$ cat config.mk
export PLATFORM = sky130hd
export DESIGN_NAME = rs_decode_control
export DESIGN_NICKNAME = d
export VERILOG_FILES = /design/src/design/rs_ctrl_pkg.sv /design/src/design/decode_sequencer.sv /design/src/design/rs_decode_control.sv /design/src/design/symbol_transfer.sv
export VERILOG_INCLUDE_DIRS = /design/src /design/src/design
export SDC_FILE = /design/constraint.sdc
export NUM_CORES = 1
export LEC_CHECK = 0
export ABC_AREA = 1
export BUFFER_PORTS_ARGS = -buffer_cell sky130_fd_sc_hd__buf_4
export CORE_MARGIN = 2
export CORE_UTILIZATION = 35
export CTS_BUF_LIST = sky130_fd_sc_hd__clkbuf_4
export CTS_CLUSTER_DIAMETER = 150
export CTS_CLUSTER_SIZE = 40
export DETAILED_ROUTE_END_ITERATION = 10
export HOLD_SLACK_MARGIN = 0.1
export PLACE_DENSITY_LB_ADDON = 0.25
export RECOVER_POWER = 25
export REMOVE_ABC_BUFFERS = 1
export SLEW_MARGIN = 25
export SYNTH_ARGS = -nofsm -noshare
export SYNTH_HDL_FRONTEND = slang
export SYNTH_SLANG_ARGS = --single-unit
$ cat constraint.sdc
create_clock -name clock1 -period 2.05 [get_ports clock1]
set_input_delay 0.41 -clock clock1 [delete_from_list [all_inputs] [get_ports clock1]]
set_output_delay 0.41 -clock clock1 [all_outputs]
set_load 0.005 [all_outputs]
$ cat src/design/rs_ctrl_defs.svh
// Sizing macros for the Reed-Solomon decoder controller on 31-symbol codewords over GF(32)
// Include this header in any file that needs the codeword length or counter widths
`ifndef RS_CTRL_DEFS_SVH
`define RS_CTRL_DEFS_SVH

// Symbols per codeword
`define RS_SYMBOLS 31

// Width of a symbol counter whose all-ones value marks the last output symbol
`define RS_COUNT_W 5

// Error locator degree and Chien root count
`define RS_DEGREE_W 3

`endif

$ cat src/design/rs_ctrl_pkg.sv
// Types shared by the decoder controller blocks
// Import it inside a module body; use scoped names in port lists
`include "rs_ctrl_defs.svh"

package rs_ctrl_pkg;

   typedef logic [`RS_COUNT_W-1:0] symbol_count_t;
   typedef logic [`RS_DEGREE_W-1:0] degree_t;

   // Block-level phases of one decode
   typedef enum logic [3:0] {
      seq_idle, seq_load, seq_receive, seq_check,
      seq_kes_start, seq_kes_wait, seq_csee_start,
      seq_fix_out, seq_fix_out_next, seq_fix_out_busy,
      seq_fail_idle, seq_fail_receive,
      seq_clean_out, seq_clean_out_next, seq_clean_out_busy
   } seq_state_t;

   // Symbol-level FIFO traffic
   typedef enum logic [3:0] {
      xfer_idle, xfer_receive, xfer_receive_last, xfer_hold,
      xfer_out_prime, xfer_out_first, xfer_out_run, xfer_out_done,
      xfer_both_first, xfer_both_run, xfer_both_done_last, xfer_both_done
   } xfer_state_t;

endpackage

$ cat src/design/decode_sequencer.sv
// Block-level FSM of the decoder controller
// Orders receive, syndrome check, KES, CSEE and output, and compares the
// Chien root count with the locator degree when a corrected block ends.
// A start seen during output opens the next receive alongside the output.
`timescale 1ns/1ns

module decode_sequencer (
   input  logic                 clock1,
   input  logic                 reset,
   input  logic                 start,
   input  logic                 errdetect,
   input  logic                 finish_kes,
   input  logic                 datainfinish,
   input  logic                 dataoutend,
   input  rs_ctrl_pkg::degree_t rootcntr,
   input  rs_ctrl_pkg::degree_t lambda_degree,
   output logic                 ready,
   output logic                 active_sc,
   output logic                 active_kes,
   output logic                 active_csee,
   output logic                 evalsynd,
   output logic                 errfound,
   output logic                 decode_fail,
   output logic                 en_outfifo
);
   import rs_ctrl_pkg::*;

   seq_state_t state;
   seq_state_t next_state;
   logic       roots_match;

   // Decode succeeds only if every locator root was found
   assign roots_match = (lambda_degree == rootcntr);

   always_ff @(posedge clock1 or negedge reset) begin
      if (!reset) begin
         state <= seq_idle;
      end else begin
         state <= next_state;
      end
   end

   always_comb begin
      next_state = state;
      case (state)
         seq_idle: begin
            if (start) next_state = seq_load;
         end
         seq_load: next_state = seq_receive;
         seq_receive: begin
            if (datainfinish) next_state = seq_check;
         end
         seq_check: next_state = errdetect ? seq_kes_start : seq_clean_out;
         seq_kes_start: next_state = seq_kes_wait;
         seq_kes_wait: begin
            if (finish_kes) next_state = seq_csee_start;
         end
         seq_csee_start: next_state = seq_fix_out;
         seq_fix_out: begin
            if (dataoutend) begin
               next_state = roots_match ? seq_idle : seq_fail_idle;
            end else if (start) begin
               next_state = seq_fix_out_next;
            end
         end
         seq_fix_out_next, seq_fix_out_busy: begin
            if (dataoutend) begin
               next_state = roots_match ? seq_receive : seq_fail_receive;
            end else begin
               next_state = seq_fix_out_busy;
            end
         end
         seq_fail_idle: next_state = start ? seq_load : seq_idle;
         // New block may already be complete by the time the failure is flagged
         seq_fail_receive: next_state = datainfinish ? seq_check : seq_receive;
         seq_clean_out: begin
            if (dataoutend) begin
               next_state = seq_idle;
            end else if (start) begin
               next_state = seq_clean_out_next;
            end
         end
         seq_clean_out_next, seq_clean_out_busy: begin
            next_state = dataoutend ? seq_receive : seq_clean_out_busy;
         end
         default: next_state = seq_idle;
      endcase
   end

   always_comb begin
      ready       = 1'b1;
      active_sc   = 1'b0;
      active_kes  = 1'b0;
      active_csee = 1'b0;
      evalsynd    = 1'b0;
      errfound    = 1'b0;
      decode_fail = 1'b0;
      en_outfifo  = 1'b0;
      case (state)
         seq_load: active_sc = 1'b1;
         seq_check: begin
            ready    = 1'b0;
            evalsynd = 1'b1;
         end
         seq_kes_start: begin
            ready      = 1'b0;
            active_kes = 1'b1;
            errfound   = 1'b1;
         end
         seq_kes_wait: begin
            ready      = 1'b0;
            active_kes = 1'b1;
         end
         seq_csee_start: begin
            ready       = 1'b0;
            active_kes  = 1'b1;
            active_csee = 1'b1;
         end
         seq_fix_out, seq_fix_out_busy: begin
            active_kes = 1'b1;
            en_outfifo = 1'b1;
         end
         seq_fix_out_next: begin
            active_sc  = 1'b1;
            active_kes = 1'b1;
            en_outfifo = 1'b1;
         end
         seq_fail_idle, seq_fail_receive: decode_fail = 1'b1;
         seq_clean_out, seq_clean_out_busy: en_outfifo = 1'b1;
         seq_clean_out_next: begin
            active_sc  = 1'b1;
            en_outfifo = 1'b1;
         end
         default: ready = 1'b1;
      endcase
   end

endmodule

$ cat src/design/rs_decode_control.sv
// Top level of the Reed-Solomon decoder main controller
// Connects the block-level sequencer to the symbol-level transfer FSM.
// Status inputs come from the syndrome, KES and CSEE blocks.
`timescale 1ns/1ns

module rs_decode_control (
   input  logic                 clock1,
   input  logic                 reset,
   input  logic                 start,
   input  logic                 errdetect,
   input  logic                 finish_kes,
   input  rs_ctrl_pkg::degree_t rootcntr,
   input  rs_ctrl_pkg::degree_t lambda_degree,
   output logic                 ready,
   output logic                 active_sc,
   output logic                 active_kes,
   output logic                 active_csee,
   output logic                 evalsynd,
   output logic                 holdsynd,
   output logic                 errfound,
   output logic                 decode_fail,
   output logic                 dataoutstart,
   output logic                 dataoutend,
   output logic                 shift_fifo,
   output logic                 hold_fifo,
   output logic                 en_infifo,
   output logic                 en_outfifo,
   output logic                 lastdataout,
   output logic                 evalerror
);

   logic datainfinish;

   decode_sequencer sequencer_i (
      .clock1        (clock1),
      .reset         (reset),
      .start         (start),
      .errdetect     (errdetect),
      .finish_kes    (finish_kes),
      .datainfinish  (datainfinish),
      .dataoutend    (dataoutend),
      .rootcntr      (rootcntr),
      .lambda_degree (lambda_degree),
      .ready         (ready),
      .active_sc     (active_sc),
      .active_kes    (active_kes),
      .active_csee   (active_csee),
      .evalsynd      (evalsynd),
      .errfound      (errfound),
      .decode_fail   (decode_fail),
      .en_outfifo    (en_outfifo)
   );

   symbol_transfer transfer_i (
      .clock1       (clock1),
      .reset        (reset),
      .active_sc    (active_sc),
      .en_outfifo   (en_outfifo),
      .datainfinish (datainfinish),
      .dataoutstart (dataoutstart),
      .dataoutend   (dataoutend),
      .shift_fifo   (shift_fifo),
      .hold_fifo    (hold_fifo),
      .en_infifo    (en_infifo),
      .holdsynd     (holdsynd),
      .lastdataout  (lastdataout),
      .evalerror    (evalerror)
   );

endmodule

$ cat src/design/symbol_transfer.sv
// Symbol-level FSM that drives the input and output symbol FIFOs
// Follows the sequencer one cycle later. active_sc opens a receive and
// en_outfifo opens an output. A receive opened during output is held back
// until the second output shift, so its last symbol always lands after
// dataoutend, when the sequencer is waiting for datainfinish.
`timescale 1ns/1ns
`include "rs_ctrl_defs.svh"

module symbol_transfer (
   input  logic clock1,
   input  logic reset,
   input  logic active_sc,
   input  logic en_outfifo,
   output logic datainfinish,
   output logic dataoutstart,
   output logic dataoutend,
   output logic shift_fifo,
   output logic hold_fifo,
   output logic en_infifo,
   output logic holdsynd,
   output logic lastdataout,
   output logic evalerror
);
   import rs_ctrl_pkg::*;

   xfer_state_t   state;
   xfer_state_t   next_state;
   symbol_count_t in_count;
   symbol_count_t out_count;
   logic          in_en;
   logic          out_en;

   always_ff @(posedge clock1 or negedge reset) begin
      if (!reset) begin
         state     <= xfer_idle;
         in_count  <= '0;
         out_count <= '0;
      end else begin
         state     <= next_state;
         in_count  <= in_en ? in_count + symbol_count_t'(1) : '0;
         out_count <= out_en ? out_count + symbol_count_t'(1) : '0;
      end
   end

   // Counter is 0 in out_prime, so 1 on the first shift and all ones on the last
   assign dataoutstart = (out_count == symbol_count_t'(1));
   assign lastdataout  = &out_count;
   assign evalerror    = out_en;

   always_comb begin
      next_state = state;
      case (state)
         xfer_idle: begin
            if (active_sc) next_state = xfer_receive;
         end
         xfer_receive: begin
            if (in_count == symbol_count_t'(`RS_SYMBOLS - 2)) next_state = xfer_receive_last;
         end
         xfer_receive_last: next_state = xfer_hold;
         xfer_hold: begin
            if (en_outfifo) next_state = xfer_out_prime;
         end
         xfer_out_prime: next_state = active_sc ? xfer_both_first : xfer_out_first;
         xfer_out_first: next_state = active_sc ? xfer_both_first : xfer_out_run;
         xfer_out_run: begin
            if (lastdataout) begin
               next_state = active_sc ? xfer_both_done : xfer_out_done;
            end else if (active_sc) begin
               next_state = xfer_both_run;
            end
         end
         xfer_out_done: next_state = active_sc ? xfer_receive : xfer_idle;
         // Wait out the first shift before the new block starts
         xfer_both_first: next_state = dataoutstart ? xfer_both_first : xfer_both_run;
         xfer_both_run: begin
            if (lastdataout) begin
               if (in_count == symbol_count_t'(`RS_SYMBOLS - 3)) begin
                  next_state = xfer_both_done_last;
               end else begin
                  next_state = xfer_both_done;
               end
            end
         end
         xfer_both_done_last: next_state = xfer_receive_last;
         xfer_both_done: next_state = xfer_receive;
         default: next_state = xfer_idle;
      endcase
   end

   always_comb begin
      datainfinish = 1'b0;
      dataoutend   = 1'b0;
      shift_fifo   = 1'b0;
      hold_fifo    = 1'b0;
      en_infifo    = 1'b0;
      holdsynd     = 1'b0;
      in_en        = 1'b0;
      out_en       = 1'b0;
      case (state)
         xfer_receive: begin
            shift_fifo = 1'b1;
            en_infifo  = 1'b1;
            in_en      = 1'b1;
         end
         xfer_receive_last: begin
            shift_fifo   = 1'b1;
            en_infifo    = 1'b1;
            datainfinish = 1'b1;
         end
         xfer_hold: begin
            hold_fifo = 1'b1;
            holdsynd  = 1'b1;
         end
         xfer_out_prime: begin
            hold_fifo = 1'b1;
            out_en    = 1'b1;
         end
         xfer_out_first, xfer_out_run, xfer_both_first: begin
            shift_fifo = 1'b1;
            out_en     = 1'b1;
         end
         xfer_out_done: dataoutend = 1'b1;
         xfer_both_run: begin
            shift_fifo = 1'b1;
            en_infifo  = 1'b1;
            in_en      = 1'b1;
            out_en     = 1'b1;
         end
         xfer_both_done_last, xfer_both_done: begin
            dataoutend = 1'b1;
            shift_fifo = 1'b1;
            en_infifo  = 1'b1;
            in_en      = 1'b1;
         end
         default: holdsynd = 1'b0;
      endcase
   end

endmodule

==> impl_metrics.json <==
{
  "stdcell_area_sq_um": 1760,
  "synth_cell_types": 22,
  "nNetsFinal": 289,
  "wl_per_cell_um": 10.69,
  "via_count": 1511,
  "gr-usage-all-layers_pct": 16.40,
  "yosysTopAreaCellShare_pct": 31.06,
  "drv_cap": 0,
  "dpl.cell_count": 315,
  "yosys.area.top_type": "dfrtp_1",
  "drtPass1Iterations": 4,
  "htree_levels": 1,
  "max_freq_mhz": 525.2,
  "slew_headroom_pct": 32.33,
  "hpwl_mm": 2.722,
  "place_area_sq_um": 1715,
  "grt_pass1_vias": 1400,
  "crit_buf_inv": 2,
  "crit_type": "reg -> out",
  "cts-root-buf": "clkbuf_4",
  "drive_gt1_share_pct": 19.19,
  "rows": 23,
  "p_leak_nw": 0.9755,
  "layout-area-overhead-vs-synth_pct": 21.40,
  "drc": 0,
  "synth_area_leaders": "dfrtp_1 (31%), nand2_1 (20%), nor2_1 (9.6%), inv_1 (9.1%), nand3_1 (5.9%)",
  "avgSynthCellArea_sq_um": 6.093,
  "ioPinCount": 27,
  "rsz0062_at_grt": "no",
  "r2r-start": "transfer_i.out_count[0]",
  "cpPeakStageDelay_ps": 460,
  "worst_slew_pin_slew_ps": 1015,
  "reg2reg_depth": 10,
  "grt_overflow_total": 0,
  "crit_chain": "inv_2, nand2_2, a21oi_1, buf_4",
  "fin_cells": 321,
  "cts_max_path_buffers": 2,
  "start_util_pct": 36.25,
  "crit_path_start": "transfer_i.state[2]",
  "die_x_um": 68.37,
  "io_buffers": 26,
  "die_area_sq_um": 4674,
  "antenna_found_initial": 0,
  "insertedDiodeCount": 0,
  "layout_common_cells": "nand2_1 (79), nor2_1 (36), inv_1 (33)",
  "worstPathRequired_ps": 1640,
  "reg2reg_slack_ps": 350,
  "min_from": "start",
  "fin_crit_sh_pct": 92.88,
  "wirelength_mm": 3.430,
  "start_kind": "register",
  "synthCells": 238,
  "numCtsBuffers": 3,
  "ys_seq_area_share_pct": 31.06,
  "r2r-end": "transfer_i.state[3]",
  "finalPower_w": 0.002421,
  "power_density_nw_per_um2": 1375,
  "grt_max_degree": 19,
  "slew_viol_final": 0,
  "crit_path_max_fanout": 8,
  "via_per_inst": 4.707,
  "hold_viol": 0,
  "path_clk_slew_ps": 120,
  "die_h_um": 68.37,
  "whs_path_depth": 4,
  "final_common_cell": "nand2_1",
  "cpLargestDelayFamily": "flip-flops",
  "final.min_clock_period_ps": 1904,
  "fin_tns_setup_ps": 0,
  "cts_tree": "built",
  "cp-end-kind": "output pin",
  "ys_ff_latch": 18,
  "status": "finished clean",
  "clock_latency_ps": 300,
  "holdPathEnd": "sequencer_i.state[3]",
  "vdd_drop_max_v": 0.0004297,
  "cp.arrival_ps": 1490,
  "finalSetupViolations": 0,
  "initialDrtViolationCount": 106,
  "synth_warnings": 0,
  "cts_sinks": 18,
  "gp_congestion": 0.8857,
  "ant_nets": 0,
  "core_area_sq_um": 4000,
  "grt_pass1_wl_mm": 5.823,
  "hold_class": "in -> reg",
  "crit_path_top_delay_cell": "dfrtp_1",
  "netlist_area_sq_um": 1450,
  "clock_skew_ps": 0.3993
}
## worst reg2reg max path, cell delays in order, from the launching register on
cell	delay, ps
dfrtp_1	430
ha_1	230
nand2_1	70
nor2_1	40
ha_1	230
nor3_1	290
nor2_2	70
nand2_2	90
nor2_4	50
nand2_1	70
nand2_1	50
## flip-flops by register name, indices dropped and copies added, names as in the netlist
register              flops
sequencer_i.state         4
transfer_i.out_count      5
transfer_i.state          4
transfer_i.in_count       5
## logic make-up after synthesis
kind of cell | synth area share (%)
adders and majority gates | 5.177
DFF | 31.06
AOI/OAI and AO/OA | 6.126
xor gates and xnor gates | 2.416
and+or+nand+nor | 45.12
buffers and inverters | 10.09
## report_power, final
part	internal, W	switching (W)
Clock	0.0000711	0.000128
Combinational	0.000635	0.000984
Sequential	0.000461	0.000143
## worst max path at each step
stage	slack (ps)	endpoint	cells after the start
final	150	evalerror	4
after global routing	10	evalerror	4
after CTS	100	en_infifo	7
after detailed placement	360	transfer_i.state[3]	10
after global placement	420	en_infifo	7
after floorplan	460	transfer_i.state[0]	10
## synthesized netlist by cell type
cell type	count
clkinv_1	1
or2_2	1
inv_2	3
nor3_1	4
a21oi_2	1
o21ai_0	10
o21ai_1	1
nor2_2	4
xor2_1	1
nor2_4	1
nand2_2	7
dfrtp_1	18
nand2_1	79
inv_1	35
ha_1	6
a21oi_1	5
nand3b_1	1
nor3b_1	1
nand4_1	2
nand3_1	17
xnor2_1	3
nor2_1	37
## cell type report
cell class / instances / area [sq um]
Fill cell: 438 / 2240
Multi-Input combinational cell: 181 / 855.8
Sequential cell: 18 / 452.9
Timing Repair Buffer: 29 / 216.5
Inverter: 39 / 146.4
Tap cell: 50 / 62.56
Clock buffer: 3 / 22.52
Clock inverter: 1 / 3.754
## routing by layer
layer	share of wire, %	wire [um]	vias to the layer above	GRT usage (%)
li1	-	-	795	-
met1	48	1630	666	22.73
met2	44	1515	39	25.12
met3	5.7	194	11	2.467
met4	2.6	89	0	7.250
met5	0	0	-	0
## metrics by stage
step | setup WS, ps | hold slack [ps] | utilization, %
4_1_cts | 104.4 | 395.6 | 43.79
2_1_floorplan | 460.5 | 114.4 | -
5_1_grt | 13.52 | 426.0 | 44.01
3_5_place_dp | 355.5 | 302.9 | 42.88
3_3_place_gp | 423.0 | 304.6 | 42.88
6_report | 146.0 | 397.4 | 44.01
## timing repair
item                                    4_1_cts  5_1_grt
hold endpoints to repair                     18        0
endpoints found under the setup margin        0        2
hold buffers                                  1        0
resized for setup                             0        6
setup buffers                                 0        1
Power figures use the tool's default switching activity.
